<file path="config.mk">
export PLATFORM = sky130hd
export DESIGN_NAME = burst_mem_ctrl
export DESIGN_NICKNAME = d
export VERILOG_FILES = /design/src/logic/mem_pkg.sv /design/src/logic/burst_mem_ctrl.sv
export SDC_FILE = /design/constraint.sdc
export NUM_CORES = 1
export LEC_CHECK = 0
export BUFFER_PORTS_ARGS = -buffer_cell sky130_fd_sc_hd__buf_2
export CORE_AREA = 2 2 81 83
export DETAILED_ROUTE_END_ITERATION = 6
export DIE_AREA = 0 0 83 85
export GPL_TIMING_DRIVEN = 0
export PLACE_DENSITY = 0.84
export SYNTH_ARGS = -nofsm -noshare
export SYNTH_HDL_FRONTEND = slang
export SYNTH_SLANG_ARGS = --single-unit
</file>
<file path="constraint.sdc">
create_clock -name itf -period 4.4 [get_ports itf]
set_clock_uncertainty 0.15 [all_clocks]
set_input_delay 0.22 -clock itf [delete_from_list [all_inputs] [get_ports itf]]
set_output_delay 0.22 -clock itf [all_outputs]
set_load 0.05 [all_outputs]
</file>
<file path="src/logic/mem_pkg.sv">
// Memory subsystem definitions
package mem_pkg;

    // Bus and line geometry
    localparam int BEAT_W         = 32;
    localparam int BEATS_PER_LINE = 8;
    localparam int LINE_W         = BEAT_W * BEATS_PER_LINE;
    localparam int BEAT_CNT_W     = $clog2(BEATS_PER_LINE);

    // Backing RAM
    localparam int RAM_WORD_W = 64;  // Two beats per word
    localparam int RAM_DEPTH  = 1024;
    localparam int RAM_ADDR_W = $clog2(RAM_DEPTH);

    // Byte addressing
    localparam int LINE_BYTES = 32;
    localparam int LINE_OFF_W = $clog2(LINE_BYTES);
    localparam int MEM_BYTES  = 8192;
    localparam int MEM_ADDR_W = $clog2(MEM_BYTES);

    // One bus beat or byte address
    typedef logic [BEAT_W-1:0] beat_t;

    typedef logic [RAM_WORD_W-1:0] ram_word_t;

    typedef logic [RAM_ADDR_W-1:0] ram_addr_t;

    // Beat 0 sits in the low bits
    typedef logic [LINE_W-1:0] line_t;

endpackage

</file>
<file path="src/logic/burst_mem_ctrl.sv">
// Burst memory controller
`timescale 1ns/1ps

module burst_mem_ctrl
    import mem_pkg::*;
(
    input  logic      itf,
    input  logic      rst,
    input  logic      read_en,
    input  logic      write_en,
    input  logic      address_on,
    input  logic      data_on,
    input  beat_t     bus_c_to_m,
    input  ram_word_t ram_rdata,
    output logic      resp,
    output logic      bus_err,
    output beat_t     bus_m_to_c,
    output logic      ram_en,
    output logic      ram_we,
    output ram_addr_t ram_addr,
    output ram_word_t ram_wdata
);

    typedef enum logic [2:0] {
        s_idle,
        s_addr,
        s_wr_beats,
        s_rd_fetch,
        s_rd_beats,
        s_respond
    } state_t;

    state_t state;
    state_t next_state;

    logic [BEAT_CNT_W-1:0] beat;
    logic [BEAT_CNT_W-2:0] word_sel;    // RAM word within the line
    logic [MEM_ADDR_W-1:LINE_OFF_W] line_idx;
    logic out_of_range;
    logic store_addr;
    logic beat_ack;
    logic wr_word;
    beat_t low_half;

    assign wr_word = beat[0] && !out_of_range;  // Odd beat completes a word

    always_comb begin
        next_state = state;
        resp = 1'b0;
        store_addr = 1'b0;
        beat_ack = 1'b0;
        ram_en = 1'b0;
        ram_we = 1'b0;
        word_sel = beat[BEAT_CNT_W-1:1];
        case (state)
            s_idle: begin
                if (read_en || write_en) begin
                    next_state = s_addr;
                end
            end
            s_addr: begin
                if (address_on) begin
                    resp = 1'b1;
                    store_addr = 1'b1;
                    next_state = write_en ? s_wr_beats : s_rd_fetch;
                end
            end
            s_wr_beats: begin
                if (data_on) begin
                    resp = 1'b1;
                    beat_ack = 1'b1;
                    ram_en = wr_word;
                    ram_we = wr_word;
                    if (&beat) begin
                        next_state = s_respond;
                    end
                end
            end
            s_rd_fetch: begin
                ram_en = 1'b1;  // First word of the line
                next_state = s_rd_beats;
            end
            s_rd_beats: begin
                resp = 1'b1;
                beat_ack = 1'b1;
                // Fetch the next word while the high half goes out
                word_sel = beat[BEAT_CNT_W-1:1] + 1'b1;
                ram_en = beat[0] && !(&beat);
                if (&beat) begin
                    next_state = s_respond;
                end
            end
            s_respond: begin
                resp = 1'b1;
                next_state = s_idle;
            end
            default: begin
                next_state = s_idle;
            end
        endcase
    end

    always_ff @(posedge itf) begin
        if (rst) begin
            state <= s_idle;
            beat <= '0;
            out_of_range <= 1'b0;
        end else begin
            state <= next_state;
            if (store_addr) begin
                beat <= '0;
                out_of_range <= bus_c_to_m >= BEAT_W'(MEM_BYTES);
            end else if (beat_ack) begin
                beat <= beat + 1'b1;
            end
        end
    end

    // Address and write-data holding
    always_ff @(posedge itf) begin
        if (store_addr) begin
            line_idx <= bus_c_to_m[MEM_ADDR_W-1:LINE_OFF_W];
        end
        if (state == s_wr_beats && data_on && !beat[0]) begin
            low_half <= bus_c_to_m;
        end
    end

    assign ram_addr  = {line_idx, word_sel};
    assign ram_wdata = {bus_c_to_m, low_half};  // Even beat in low half

    assign bus_err = (state == s_respond) && out_of_range;

    always_comb begin
        bus_m_to_c = '0;
        if (state == s_rd_beats && !out_of_range) begin
            bus_m_to_c = beat[0] ? ram_rdata[RAM_WORD_W-1:BEAT_W] : ram_rdata[BEAT_W-1:0];
        end
    end

endmodule

</file>
==> metrics.txt <==
Starting Density 39.8%; share of the clock period used by the worst path 50.2%; vias in the first global route 2433; status finished, final reports clean; CTS clk-pin slew, worst paths 0.09 ns; total negative slack 0 ns; Root Driver clkbuf_8; Max IR drop VDD 0.201 mV; hold path endpoint low_half[15]$_DFFE_PP_; P per Cell Area 284 nW/um^2; worst min path class primary input to register; first-pass GRT wire length around 12 mm; Num Clock Sinks 47; reg-to-reg setup timing slack 2.25 ns; fraction of layout cells with a size suffix above 1 57.3%; Sw Share 31.1%; # DRC 0; number of library cell types mapped by synthesis 34; overall routed net length just over 8 mm; Psw 0.360 mW; largest net degree at the start of global routing 22; Seq/Total Area, Yosys 54.3%; Pleak 1.95 nW; Total GRT Usage about 22%; Hold Vio Cnt, Final 0; cts bufs inserted 5; RSZ-0062 raised after global routing no; post-CTS sizing 0; part of the power in registers 44.1%; input/output buffers 211; fin. max-slew vios 0; total number of vias 2541; worst endpoint data arrival time around 1.8 ns; Slew @ Worst Pin 0.660 ns; Die Y 85 microns; Data required, critical path 4.03 ns; Comb power frac 28.9%; GRT overflow 0; syn nets about 320; htree depth 2; die area 7060 sq um; First-pass DRT Iterations 4; fill count 461; worst hold start bus_c_to_m[15]; initial antenna violation count 0; Initial DRC Count 94; DP HPWL 5.83 mm; CTS tree built; crit path time final 2.21 ns; Mapped Area 2470 sq um; Rel. slew slack ~56%; Final Wtd Congestion between 0.7 and 0.8; Int Pwr 0.796 mW; Mapped Cells 213; Syn-to-layout area delta 64.5%; n_diodes 0; cell depth of the worst flop-to-flop path 4; Nets around 570; Routed Antenna Nets 0; crit path kind register to output pin; RR Startpoint state[1]$_SDFFE_PP0P_; die width around 83 microns; Max FO, Critical Path 10; Critical Path Sink Type output pin; Core Footprint just over 6000 sq um; crit start category register; Hold Path Cell Cnt 1; Max Cap Viol 0; row count 29; # IOs ~210; clock buffer depth 2; syn avg cell area 11.6 sq um; worst skew pair latency 0.29 ns; vias per std cell 4.70; Synth Register Bits 47; Highest Clock Rate 452 MHz; Clock Power Share 27.0%; Ys Warns 0; DR WL/cell 14.9 microns; worst r2r dst low_half[10]$_DFFE_PP_; Util after Layout 65.5%; Final setup viols 0
==> area by class of cell <==
type | instances | area, sq um | area share [%]
repair buffers | 243 | 1380 | 34.0
flip-flops and latches | 47 | 1340 | 33.0
plain buffers | 42 | 292 | 7.17
well taps | 77 | 96.3 | 2.37
multi-input cells | 120 | 826 | 20.3
clock inverters | 3 | 43.8 | 1.08
inverters | 4 | 15.0 | 0.369
clock buffers | 5 | 68.8 | 1.69
==> cell usage after synthesis <==
cell | number | area, sq um
o21a_1 | 1 | 7.51
nand2b_1 | 3 | 18.8
mux2_4 | 1 | 15.0
a21o_1 | 1 | 7.51
nor3b_2 | 1 | 12.5
a2111oi_0 | 2 | 17.5
a311oi_1 | 1 | 8.76
buf_4 | 33 | 248
nand3b_1 | 3 | 22.5
nor2_2 | 1 | 6.26
nand3_1 | 1 | 5.00
o21ba_2 | 1 | 10.0
nand2_1 | 6 | 22.5
a41oi_1 | 1 | 8.76
o21ai_0 | 3 | 15.0
inv_1 | 4 | 15.0
and4b_1 | 1 | 10.0
a211oi_1 | 3 | 22.5
nor2_1 | 35 | 131
xnor2_1 | 2 | 17.5
buf_2 | 8 | 40.0
nor2b_1 | 2 | 12.5
ha_1 | 2 | 25.0
nor3b_1 | 2 | 15.0
nor4_1 | 4 | 25.0
clkbuf_1 | 1 | 3.75
nor3_1 | 2 | 10.0
dfxtp_1 | 7 | 140
a211o_1 | 1 | 8.76
edfxtp_1 | 40 | 1200
nand4_1 | 1 | 6.26
a21oi_1 | 6 | 30.0
nand4bb_1 | 1 | 11.3
mux2i_1 | 32 | 320
==> power by group through the flow <==
stage,clock network (mW),logic [mW],registers (mW)
2_1_floorplan,0,0.175,0.554
3_5_place_dp,0,0.309,0.520
4_1_cts,0.314,0.331,0.510
6_report,0.312,0.334,0.510
3_3_place_gp,0,0.303,0.520
5_1_grt,0.338,0.352,0.512
==> worst max-delay path by stage <==
stage,from,to,slack [ns],cells past startpoint
6_report,state[0]$_SDFFE_PP0P_,bus_m_to_c[15],2.19,5
5_1_grt,state[0]$_SDFFE_PP0P_,bus_m_to_c[15],2.06,5
4_1_cts,state[0]$_SDFFE_PP0P_,bus_m_to_c[15],2.14,5
3_5_place_dp,state[1]$_SDFFE_PP0P_,low_half[12]$_DFFE_PP_,2.29,4
3_3_place_gp,state[1]$_SDFFE_PP0P_,low_half[12]$_DFFE_PP_,1.17,3
2_1_floorplan,state[1]$_SDFFE_PP0P_,low_half[0]$_DFFE_PP_,1.73,3
==> worst max-delay path, cell delays in order, from the launching register on <==
cell     delay [ns]
dfxtp_1        0.38
nor3b_2        0.33
nand2_1        0.19
buf_2          0.22
nor2_1         0.15
buf_2          0.28
==> per-stage QoR <==
step	area, sq um	power, mW	std cells	hold WS (ns)	setup WS [ns]
global route	4060	1.20	541	0.0135	2.06
finish	4060	1.16	541	0.0271	2.19
global placement	3620	0.822	501	0.268	1.17
floorplan	2470	0.729	213	0.142	1.73
CTS	4050	1.15	540	0.00603	2.14
detailed placement	3640	0.829	502	0.268	2.29
==> per-layer routing <==
layer	global-route usage (%)	wire [microns]	vias up
li1	-	-	1232
met1	23.4	2990	1160
met2	42.9	4470	143
met3	3.89	524	6
met4	5.51	83	0
met5	0	0	-
==> cell families (layout without fill, tap and decap cells) <==
| group | after synthesis | count (layout) | synth area share, % |
|---|---|---|---|
| mux | 33 | 33 | 13.6 |
| compound gates | 20 | 20 | 5.52 |
| fa+ha+maj | 2 | 2 | 1.01 |
| flops | 47 | 47 | 54.3 |
| simple gates | 63 | 63 | 12.5 |
| xor+xnor | 2 | 2 | 0.709 |
| buf+inv | 46 | 297 | 12.4 |
==> state kept, by name, indices dropped and copies added (netlist names) <==
signal,cells
beat,3
line_idx,8
low_half,32
out_of_range,1
state,3
==> cells in the final DEF, fill, tap and decap left out, types with 3 or more instances in the layout <==
| master | synthesis | final |
|---|---|---|
| mux2i_1 | 32 | 32 |
| clkbuf_8 | 0 | 5 |
| dlygate4sd3_1 | 0 | 31 |
| nor4_1 | 4 | 4 |
| edfxtp_1 | 40 | 40 |
| nand2_1 | 6 | 6 |
| a211oi_1 | 3 | 3 |
| o21ai_0 | 3 | 3 |
| nand2b_1 | 3 | 3 |
| nand3b_1 | 3 | 3 |
| dfxtp_1 | 7 | 7 |
| a21oi_1 | 6 | 6 |
| buf_2 | 8 | 219 |
| buf_4 | 33 | 33 |
| nor2_1 | 35 | 34 |
| inv_1 | 4 | 4 |
==> what timing repair did <==
item                                   4_1_cts  5_1_grt
setup endpoints to repair                    0        0
endpoints found under the hold margin       37        2
buffers inserted                             0        0
hold buffers                                30        1
Power figures use the tool's default switching activity.
