### src/logic/mem_pkg.sv
// Memory subsystem definitions
package mem_pkg;

    // Bus and line geometry
    localparam int BEAT_W         = 32;
    localparam int BEATS_PER_LINE = 8;
    localparam int LINE_W         = BEAT_W * BEATS_PER_LINE;
    localparam int BEAT_CNT_W     = $clog2(BEATS_PER_LINE);

    // Backing RAM
    localparam int RAM_WORD_W = 64;  // Two beats per word
    localparam int RAM_DEPTH  = 1024;
    localparam int RAM_ADDR_W = $clog2(RAM_DEPTH);

    // Byte addressing
    localparam int LINE_BYTES = 32;
    localparam int LINE_OFF_W = $clog2(LINE_BYTES);
    localparam int MEM_BYTES  = 8192;
    localparam int MEM_ADDR_W = $clog2(MEM_BYTES);

    // One bus beat or byte address
    typedef logic [BEAT_W-1:0] beat_t;

    typedef logic [RAM_WORD_W-1:0] ram_word_t;

    typedef logic [RAM_ADDR_W-1:0] ram_addr_t;

    // Beat 0 sits in the low bits
    typedef logic [LINE_W-1:0] line_t;

endpackage

### src/logic/line_bus_master.sv
// Line to burst bus master
`timescale 1ns/1ps

module line_bus_master
    import mem_pkg::*;
(
    input  logic  itf,
    input  logic  rst,
    input  logic  rd_req,
    input  logic  wr_req,
    input  beat_t line_addr,
    input  line_t wr_line,
    input  logic  resp,
    input  logic  bus_err,
    input  beat_t bus_m_to_c,
    output logic  busy,
    output logic  done,
    output logic  err,
    output line_t rd_line,
    output logic  read_en,
    output logic  write_en,
    output logic  address_on,
    output logic  data_on,
    output beat_t bus_c_to_m
);

    typedef enum logic [1:0] {
        m_idle,
        m_addr,
        m_xfer,
        m_done
    } state_t;

    state_t state;

    logic is_read;
    logic err_q;
    logic [BEAT_CNT_W:0] ack_cnt;  // Data acks seen, 0 to BEATS_PER_LINE
    logic all_beats;
    logic accept;
    logic in_burst;
    beat_t addr_q;
    line_t line_q;  // Write beats shift out, read beats shift in

    assign all_beats = ack_cnt[BEAT_CNT_W];
    assign accept    = (state == m_idle) && (rd_req || wr_req);
    assign in_burst  = (state == m_addr) || (state == m_xfer);

    always_ff @(posedge itf) begin
        if (rst) begin
            state <= m_idle;
            is_read <= 1'b0;
            err_q <= 1'b0;
            ack_cnt <= '0;
        end else begin
            case (state)
                m_idle: begin
                    if (accept) begin
                        is_read <= rd_req;  // Read wins a tie
                        state <= m_addr;
                    end
                end
                m_addr: begin
                    if (resp) begin
                        ack_cnt <= '0;
                        state <= m_xfer;
                    end
                end
                m_xfer: begin
                    if (resp) begin
                        if (all_beats) begin
                            err_q <= bus_err;  // Completion
                            state <= m_done;
                        end else begin
                            ack_cnt <= ack_cnt + 1'b1;
                        end
                    end
                end
                m_done: begin
                    state <= m_idle;
                end
                default: begin
                    state <= m_idle;
                end
            endcase
        end
    end

    always_ff @(posedge itf) begin
        if (accept) begin
            addr_q <= {line_addr[BEAT_W-1:LINE_OFF_W], {LINE_OFF_W{1'b0}}};
            line_q <= wr_line;
        end else if (state == m_xfer && resp && !all_beats) begin
            line_q <= {bus_m_to_c, line_q[LINE_W-1:BEAT_W]};
        end
    end

    assign busy    = state != m_idle;
    assign done    = state == m_done;
    assign err     = done && err_q;
    assign rd_line = line_q;

    assign read_en    = in_burst && is_read;
    assign write_en   = in_burst && !is_read;
    assign address_on = state == m_addr;
    assign data_on    = (state == m_xfer) && !is_read && !all_beats;
    assign bus_c_to_m = address_on ? addr_q : line_q[BEAT_W-1:0];

endmodule

### config.mk
export PLATFORM = sky130hd
export DESIGN_NAME = line_bus_master
export DESIGN_NICKNAME = d
export VERILOG_FILES = /design/src/logic/mem_pkg.sv /design/src/logic/line_bus_master.sv
export SDC_FILE = /design/constraint.sdc
export NUM_CORES = 1
export LEC_CHECK = 0
export BUFFER_PORTS_ARGS = -buffer_cell sky130_fd_sc_hd__buf_2
export CORE_AREA = 10 10 235 237
export DETAILED_ROUTE_END_ITERATION = 12
export DIE_AREA = 0 0 245 247
export PLACE_DENSITY = 0.6
export RECOVER_POWER = 25
export SETUP_SLACK_MARGIN = 0.3
export SYNTH_ARGS = -nofsm -noshare
export SYNTH_HDL_FRONTEND = slang
export SYNTH_SLANG_ARGS = --single-unit
### constraint.sdc
create_clock -name itf -period 35 [get_ports itf]
set_input_delay 7 -clock itf [delete_from_list [all_inputs] [get_ports itf]]
set_output_delay 7 -clock itf [all_outputs]
set_load 0.05 [all_outputs]
==> qor.txt, run 1 <==
mux share of post-synthesis cell area: 2.67%
Worst Max-Slew Pin Slew: 7.74 ns
skew final: 0.0227 ns
register area share after synthesis: 69.2%
Final Setup Violations: 0
critical-path cell list: clkbuf_1, o21ai_0, clkbuf_1, nand2_1, nand2_1
drt total wl: 45,900 um
largest net degree at the start of global routing: 185
post-synthesis register bit count: 291
CP Launch Type: input port
simple-gate share of the synthesized area: 24.3%
Starting Density: 24.7%
Required @ worst endpoint: 35.34 ns
Post-Syn Area: 0.0125 mm^2
first-pass GRT wire length: 66,400 um
area grow syn2layout: 37.5%
Distinct cells, synth: 29
XOR/XNOR Fraction of Synth Area: 0%
Hold WC Path Type: reg -> reg
vias: 10.4k
Final Max Tran Viols: 324
initial antenna violation count: 4
vias in the first global route: 10.7k
Final Hold Fails: 0
Warnings, synthesis: 0
Tot GR Track Use: 14.3%
H-tree depth: 2
TritonRoute pass-1 iters: 5
Mapped Nets: 1,536
Placer Congestion: 0.865
fin crit period: 14.22 ns
Slew HR: -416%
clock-pin slew on the worst setup and hold paths: 0.06 ns
num ports: 621
leading cell types in the layout, fill and taps excluded: 772 x nand2_1, 491 x buf_2, 283 x edfxtp_1
number of max-cap violations: 2
Port Buffers: 615
CTS Root Cell: clkbuf_16
status: finished, violations left
critical path capture point type: flop
Final ANT Viol Nets: 0
Die ar.: 0.0605 mm^2
# Post-CTS Setup Buffers: 0
post-synthesis adder-cell area fraction: 0.800%
DR DRC count: 0
Setup TNS Final: 0 ns
Setup CP Type: in -> reg
Die H: 247 um
Synth Instances: 1,202
Final nets: 2,134
crit share post-route: 40.6%
layout cell share with drive strength beyond 1: 31.5%
Worst path max stage delay: 5.39 ns
failing checks: capacitance limit, slew limit
post-DP HPWL: 35,100 um
main combinational cell family by area after synthesis: simple AND/OR/NAND/NOR gates
critical path's slowest cell: clkbuf_1
pre-CTS setup slack: 25.11 ns
clock latency on the worst-skew pair: 0.53 ns
vias per cell: 4.16
TritonCTS Buffers: 36
compound-cell area share of the yosys netlist: 0.640%
register-to-register setup slack: 26.73 ns
Crit Path Max Fanout: 178
Syn Area/Cell: 10.4 um^2
grt total ovfl: 0
Hold Buf Count CTS: 0
RSZ-0062 raised after global routing: false
PnR worst setup slack: 20.78 ns
FMAX: 70.3 MHz
initial DRC count: 547
number of placement rows: 83
post_cts resized: 0
Crit path arrival time: 14.56 ns
CTS max path bufs: 3
core area: 0.0507 mm^2
DR WL/cell: 18.3 um
clk sink count: 291
die extent in x: 245 um
CTS tree: yes
commonest non-fill, non-tap cell in the layout: nand2_1
==> worst max-delay path, delay by kind of cell <==
| kind | cells | cell delay (ns) |
|---|---|---|
| compound gates | 1 | 0.32 |
| buf+inv | 2 | 5.48 |
| simple gates | 2 | 1.54 |
==> cell usage after synthesis <==
library cell / number / area share (%)
a21oi_1: 3 / 0.12
and3_1: 1 / 0.050
mux2_2: 27 / 2.4
edfxtp_1: 283 / 68
and2b_2: 1 / 0.070
nor2_1: 6 / 0.18
buf_1: 2 / 0.060
o21bai_4: 1 / 0.15
o21a_1: 1 / 0.060
o311ai_1: 1 / 0.070
o21ai_1: 1 / 0.040
buf_2: 40 / 1.6
o21ai_0: 2 / 0.080
nor2b_1: 6 / 0.30
clkbuf_1: 19 / 0.57
inv_1: 4 / 0.12
a211oi_1: 1 / 0.060
nand3b_1: 1 / 0.060
a21boi_1: 1 / 0.060
ha_1: 8 / 0.80
dfxtp_1: 8 / 1.3
nor3_1: 1 / 0.040
nand3_1: 3 / 0.12
mux2i_1: 3 / 0.24
nand2_1: 772 / 23
or4b_1: 1 / 0.080
and2_1: 3 / 0.15
nand2b_1: 1 / 0.050
inv_2: 1 / 0.030
==> cell families after synthesis <==
family                   after synthesis
AO/OA/AOI/OAI                         11
adder cells (fa/ha/maj)                8
buffers and inverters                 66
AND/OR/NAND/NOR                      796
multiplexers                          30
flip-flops                           291
==> sequential cells by signal (all words and copies together) (netlist names) <==
signal / count
state: 2
addr_q: 27
rd_line: 256
is_read: 1
err_q: 1
ack_cnt: 4
==> layout make-up <==
cell class / instances / area [um^2]
Sequential cell: 291 / 8660
Multi-Input combinational cell: 845 / 3550
Tap cell: 680 / 851
Clock buffer: 46 / 960
Antenna cell: 3 / 7.51
Fill cell: 5325 / 33500
Inverter: 5 / 20.0
Timing Repair Buffer: 621 / 2980
Clock inverter: 15 / 175
==> per-layer routing <==
layer / vias to the layer above / part of all wire [%] / GRT usage (%) / wire length [um]
li1: 5122 / - / - / -
met1: 4778 / 39 / 16.1 / 17700
met2: 435 / 50 / 24.7 / 23000
met3: 78 / 8.6 / 4.62 / 3930
met4: 0 / 2.7 / 5.55 / 1240
met5: - / 0 / 0 / 0
==> path summary, 6_finish.rpt <==
| path | startpoint | endpoint | depth (start not counted) |
|---|---|---|---|
| setup / recovery | rd_req | rd_line[105] | 5 |
| hold / removal | ack_cnt[3] | ack_cnt[3] | 2 |
| setup reg to reg | state[1] | rd_line[105] | 6 |
| hold reg to reg | ack_cnt[3] | ack_cnt[3] | 2 |
==> through the flow <==
stage                     std cells  instance area (um^2)  hold slack [ns]  util (%)
final                          2506                 17200            0.484      33.9
after global routing           2506                 17200            0.537      33.9
after CTS                      2503                 17400            0.490      34.3
after detailed placement       2442                 16300            0.483      32.1
after global placement         2442                 16300            0.461      32.1
after floorplan                1202                 12500            0.449         -
Power of run 1 is left out: the tool's default activity adds up to more than one toggle a clock period on the data nets, which glitch-free logic cannot reach.
==> run 2, diff against run 1 <==
--- a/config.mk
+++ b/config.mk
@@ -5,11 +5,12 @@
 export SDC_FILE = /design/constraint.sdc
 export NUM_CORES = 1
 export LEC_CHECK = 0
+export ABC_AREA = 1
 export BUFFER_PORTS_ARGS = -buffer_cell sky130_fd_sc_hd__buf_2
-export CORE_AREA = 10 10 235 237
+export CORE_AREA = 10 10 230 232
 export DETAILED_ROUTE_END_ITERATION = 12
-export DIE_AREA = 0 0 245 247
-export PLACE_DENSITY = 0.6
+export DIE_AREA = 0 0 240 242
+export PLACE_DENSITY = 0.62
 export RECOVER_POWER = 25
 export SETUP_SLACK_MARGIN = 0.3
 export SYNTH_ARGS = -nofsm -noshare
==> constraint.sdc (replaced) <==
create_clock -name itf -period 13.26 [get_ports itf]
set_input_delay 2.652 -clock itf [delete_from_list [all_inputs] [get_ports itf]]
set_output_delay 2.652 -clock itf [all_outputs]
set_load 0.05 [all_outputs]
==> run 2 against run 1 <==
Net effect:
- the flow still finishes with violations (capacitance limit, slew limit)
- utilization increased by 1.4 points
- design area decreased by 0.57%
- register-to-register slack got worse by 19 ns
- critical path type unchanged
- largest cell class unchanged
- final cell count decreased by 1.0%
==> qor.txt, run 2 <==
initial antenna violation count: 5 (+1)
placed cells: 2,417 (-1.0%)
TritonCTS Buffers: 36 (unchanged)
die extent in x: 240 um (-2.0%)
Crit. Startpoint: rd_req
Fillers: 5,052 (-5.1%)
fin cells: 2,480 (-1.0%)
Mapped Nets: 1,566 (+2.0%)
post-synthesis register bit count: 291 (unchanged)
Setup CP Type: in -> reg
Primary FF master, synth: edfxtp_1
Synth Instances: 1,232 (+2.5%)
CTS max path bufs: 3 (unchanged)
Required @ worst endpoint: 13.64 ns (-21.70 ns)
leading cell types in the layout, fill and taps excluded: 787 x nand2_1, 491 x buf_2, 283 x edfxtp_1
initial DRC count: 552 (+0.91%)
Tot GR Track Use: 15.3% (+0.98 points)
Distinct cells, synth: 20 (-31%)
TritonRoute pass-1 iters: 5 (unchanged)
critical path's slowest cell: clkbuf_1
num ports: 621 (unchanged)
area grow syn2layout: 35.3%
FMAX: 146 MHz
buffers and inverters on the worst path: 2 (unchanged)
Final ANT Viol Nets: 0 (unchanged)
Hold Buf Count CTS: 0 (unchanged)
Slew HR: -167% (+250 points)
Die H: 242 um (-2.0%)
H-tree depth: 2 (unchanged)
CP Launch Type: input port
fin area: 0.0171 mm^2 (-0.57%)
drt total wl: 46,700 um (+1.8%)
post-DP HPWL: 35,900 um (+2.3%)
Port Buffers: 615 (unchanged)
Final nets: 2,167 (+1.5%)
critical-path cell list: clkbuf_1, nor2_4, nor2_1, clkbuf_1, nand2_1, nand2_1
CTS tree: yes
Yosys top cell by area: edfxtp_1
Post-synth top cells: 787 x nand2_1, 283 x edfxtp_1, 29 x buf_2
Placer Congestion: 0.925 (+7.0%)
post_cts resized: 0 (unchanged)
DR WL/cell: 18.8 um (+2.9%)
PnR worst setup slack: 6.39 ns (-14.40 ns)
Final Max Tran Viols: 147 (-55%)
vias per cell: 4.30 (+3.5%)
synth top area cells: edfxtp_1 67%, nand2_1 23%, mux2_2 2.3%
number of placement rows: 81 (-2.4%)
clock latency on the worst-skew pair: 0.54 ns (about the same)
RSZ-0062 raised after global routing: false
register-to-register setup slack: 7.96 ns (-18.77 ns)
clk sink count: 291 (unchanged)
pre-CTS setup slack: 7.64 ns (-17.46 ns)
fin crit period: 6.87 ns
# Post-CTS Setup Buffers: 0 (unchanged)
Crit path arrival time: 7.25 ns (-7.31 ns)
first-pass GRT wire length: 68,200 um (+2.6%)
DR DRC count: 0 (unchanged)
post-synth top area share: 67.2% (-0.72 points)
clock-pin slew on the worst setup and hold paths: 0.06 ns (about the same)
largest net degree at the start of global routing: 190 (+2.7%)
Hold WC Path Type: reg -> reg
critical path capture point type: flop
Worst Max-Slew Pin Slew: 4.00 ns (-3.74 ns)
cell count along the critical path: 6 (+1)
Reg area: 0.00866 mm^2 (unchanged)
vias: 10.7k (+2.4%)
Setup TNS Final: 0 ns (unchanged)
number of flip-flops in the largest register: 256 (unchanged)
number of max-cap violations: 2 (unchanged)
area of the multi-input gates: 0.00354 mm^2 (-0.21%)
Async S/R FF share, synth: 0% (unchanged)
Starting Density: 26.1% (+1.4 points)
Final Hold Fails: 0 (unchanged)
kind of cell adding the most delay to the critical path: buffers and inverters
Warnings, synthesis: 0 (unchanged)
register area share after synthesis: 68.5% (-0.73 points)
crit share post-route: 51.8%
grt total ovfl: 0 (unchanged)
Syn Area/Cell: 10.3 um^2 (-1.4%)
Crit Path Max Fanout: 89 (-50%)
Worst path max stage delay: 2.85 ns (-2.54 ns)
Die ar.: 0.0581 mm^2 (-4.0%)
layout cell share with drive strength beyond 1: 30.9% (-0.61 points)
failing checks: capacitance limit, slew limit
number of flops mapped to enable cells by yosys: 283 (unchanged)
vias in the first global route: 11.0k (+2.4%)
CTS Root Cell: clkbuf_16
count leader, synth: nand2_1
reg2reg start: state[1]
Post-Syn Area: 0.0126 mm^2 (+1.1%)
crit path to: rd_line[49]
FF-to-FF End: rd_line[49]
Post-DP Area: 0.0162 mm^2 (-0.12%)
status: finished, violations left
core area: 0.0484 mm^2 (-4.4%)
commonest non-fill, non-tap cell in the layout: nand2_1
Final Setup Violations: 0 (unchanged)
skew final: 0.0163 ns (-0.00639 ns)
cells on worst reg2reg path: 7 (+1)
==> run 2: cell count changes in the layout (fill, tap and decap cells not counted), sizes merged, moves of 3 or more <==
cell	previous run	this run
nand3	3	6
and2	3	0
bufinv	4	0
inv	5	24
nor2b	6	0
mux2i	3	0
clkbuf	171	174
nor2	6	20
nand2	772	787
==> run 2: worst min-delay path, stage by stage (launching register included) <==
cell and delay, ns:
dfxtp_1 0.32, nand2_1 0.07, a21oi_1 0.05
==> run 2: how the worst min path moves through the flow <==
stage	to	slack (ns)	cells past startpoint	start
2_1_floorplan	err_q	0.44	2	err_q
3_3_place_gp	ack_cnt[1]	0.47	2	ack_cnt[1]
3_5_place_dp	err_q	0.49	2	err_q
4_1_cts	err_q	0.50	2	err_q
5_1_grt	err_q	0.52	2	err_q
6_report	ack_cnt[1]	0.49	2	ack_cnt[1]
==> run 2: area by class of cell <==
class | instances | area share (%)
multi-input cells | 859 | 20.7
clock inverters | 13 | 0.410
well taps | 622 | 4.55
inverters | 22 | 0.527
diodes | 2 | 0.0293
clock buffers | 48 | 5.66
repair buffers | 623 | 17.5
flip-flops and latches | 291 | 50.6
==> run 2: logic make-up after synthesis <==
family	after synthesis	share of synthesized area, %
buffers and inverters	82	3.43
muxes	27	2.41
DFF	291	68.5
AOI/OAI and AO/OA	9	0.376
adders and majority gates	8	0.792
and+or+nand+nor	815	24.5
==> run 2: per-layer routing <==
layer	vias up	GRT usage (%)	wire length [um]
met3	61	4.62	4190
met1	4949	17.5	18000
met4	2	4.78	1020
met2	461	26.6	23500
met5	-	0	13
li1	5190	-	-
==> run 2: stage by stage <==
stage	hold WS, ns	util (%)
2_1_floorplan	0.444	-
3_3_place_gp	0.470	33.5
3_5_place_dp	0.485	33.5
4_1_cts	0.496	35.7
5_1_grt	0.523	35.3
6_report	0.487	35.3
Power of run 2 is left out for the same reason.
==> run 3, diff against run 2 <==
--- a/config.mk
+++ b/config.mk
@@ -10,7 +10,7 @@
 export CORE_AREA = 10 10 230 232
 export DETAILED_ROUTE_END_ITERATION = 12
 export DIE_AREA = 0 0 240 242
-export PLACE_DENSITY = 0.62
+export PLACE_DENSITY = 0.63
 export RECOVER_POWER = 25
 export SETUP_SLACK_MARGIN = 0.3
 export SYNTH_ARGS = -nofsm -noshare
==> constraint.sdc (replaced) <==
create_clock -name itf -period 6.05 [get_ports itf]
set_input_delay 1.21 -clock itf [delete_from_list [all_inputs] [get_ports itf]]
set_output_delay 1.21 -clock itf [all_outputs]
set_load 0.05 [all_outputs]
==> run 3 against run 2 <==
Net effect:
- the run still ends with capacitance limit, slew limit left
- sequential share of layout area down 0.14 points
- hold slack better by 0.0028 ns
- design area up 0.28%
- via count down 0.13%
- utilization up 0.098 points
- clock skew up 0.0011 ns
==> qor.txt, run 3 (synthesis results as in run 2) <==
Worst Max-Slew Pin Slew: 2.75 ns (-1.25 ns)
CTS max path bufs: 3 (unchanged)
Die ar.: 0.0581 mm^2 (unchanged)
layout cell share with drive strength beyond 1: 29.8% (-1.0 points)
pre-CTS setup slack: 2.67 ns (-4.98 ns)
Crit Path Max Fanout: 82 (-7.9%)
GR Util met1: 17.1% (-0.43 points)
fin crit period: 4.40 ns
number of flip-flops in the largest register: 256 (unchanged)
crit share post-route: 72.7%
busiest grt layer: met2
Final Setup Violations: 0 (unchanged)
core area: 0.0484 mm^2 (unchanged)
Hold WC Path Type: reg -> reg
largest net degree at the start of global routing: 148 (-22%)
H-tree depth: 2 (unchanged)
grt total ovfl: 0 (unchanged)
Crit path arrival time: 4.79 ns (-2.46 ns)
FMAX: 227 MHz
Reg area: 0.00866 mm^2 (unchanged)
TritonRoute pass-1 iters: 5 (unchanged)
initial DRC count: 521 (-5.6%)
post-DP HPWL: 35,100 um (-2.2%)
failing checks: capacitance limit, slew limit
CTS tree: yes
clock latency on the worst-skew pair: 0.53 ns (about the same)
PnR worst setup slack: 1.65 ns (-4.73 ns)
RSZ-0062 raised after global routing: false
Final Max Tran Viols: 63 (-57%)
drt total wl: 46,000 um (-1.4%)
Slew HR: -83.4% (+83 points)
CTS Root Cell: clkbuf_16
CP Launch Type: input port
first-pass GRT wire length: 66,400 um (-2.6%)
Final Hold Fails: 0 (unchanged)
num ports: 621 (unchanged)
# Post-CTS Setup Buffers: 0 (unchanged)
Tot GR Track Use: 14.9% (-0.40 points)
Hold Buf Count CTS: 0 (unchanged)
area grow syn2layout: 35.7%
number of max-cap violations: 1 (-1)
GR Layer Usage met2: 25.7% (-0.94 points)
Required @ worst endpoint: 6.44 ns (-7.20 ns)
DR DRC count: 0 (unchanged)
clk sink count: 291 (unchanged)
Final nets: 2,166 (-0.046%)
final core occ: 35.4% (+0.098 points)
vias in the first global route: 10.7k (-2.6%)
commonest non-fill, non-tap cell in the layout: nand2_1
DR WL/cell: 18.5 um (-1.6%)
vias: 10.6k (-0.13%)
Placer Congestion: 0.879 (-5.0%)
Setup TNS Final: 0 ns (unchanged)
vias per cell: 4.29 (-0.33%)
number of placement rows: 81 (unchanged)
die extent in x: 240 um (unchanged)
post_cts resized: 0 (unchanged)
Die H: 242 um (unchanged)
leading cell types in the layout, fill and taps excluded: 787 x nand2_1, 470 x buf_2, 283 x edfxtp_1
Fillers: 5,017 (-0.69%)
Final ANT Viol Nets: 0 (unchanged)
Port Buffers: 615 (unchanged)
status: finished, violations left
initial antenna violation count: 6 (+1)
critical path capture point type: flop
area of the multi-input gates: 0.00356 mm^2 (+0.46%)
skew final: 0.0174 ns (+0.00113 ns)
Setup CP Type: in -> reg
Starting Density: 26.1% (unchanged)
fin area: 0.0171 mm^2 (+0.28%)
met3 usage: 4.61% (-0.011 points)
Post-DP Area: 0.0163 mm^2 (+0.20%)
TritonCTS Buffers: 34 (-5.6%)
clock-pin slew on the worst setup and hold paths: 0.06 ns (about the same)
==> run 3: per-layer routing <==
metal / vias up / part of all wire (%)
met1: 4896 / 38
met2: 489 / 50
li1: 5196 / -
met3: 68 / 9.5
met5: - / 0
met4: 0 / 2.8
==> run 3: stage by stage <==
step / std cells / hold WS, ns
global route: 2485 / 0.522
CTS: 2479 / 0.497
detailed placement: 2418 / 0.488
floorplan: 1232 / 0.444
finish: 2485 / 0.490
global placement: 2418 / 0.468
==> run 3: cell type report <==
class | instances | area share, %
Sequential cell | 291 | 50.5
Multi-Input combinational cell | 859 | 20.8
Timing Repair Buffer | 624 | 17.4
Clock buffer | 47 | 5.73
Tap cell | 622 | 4.54
Inverter | 22 | 0.598
Clock inverter | 14 | 0.379
Antenna cell | 6 | 0.0876
==> run 3: worst paths after layout <==
kind	start	to	slack [ns]	depth (start not counted)
setup / recovery	rd_req	rd_line[20]	1.65	7
hold / removal	ack_cnt[1]	ack_cnt[1]	0.49	2
setup reg to reg	state[0]	rd_line[20]	1.65	8
hold reg to reg	ack_cnt[1]	ack_cnt[1]	0.49	2
==> run 3: critical path, stage by stage <==
cell	delay [ns]
buf_2	0.11
nor2_4	0.06
nor2_8	0.13
clkbuf_1	1.97
buf_4	0.92
nand2_1	0.13
nand2_1	0.12
Power of run 3 is left out for the same reason.
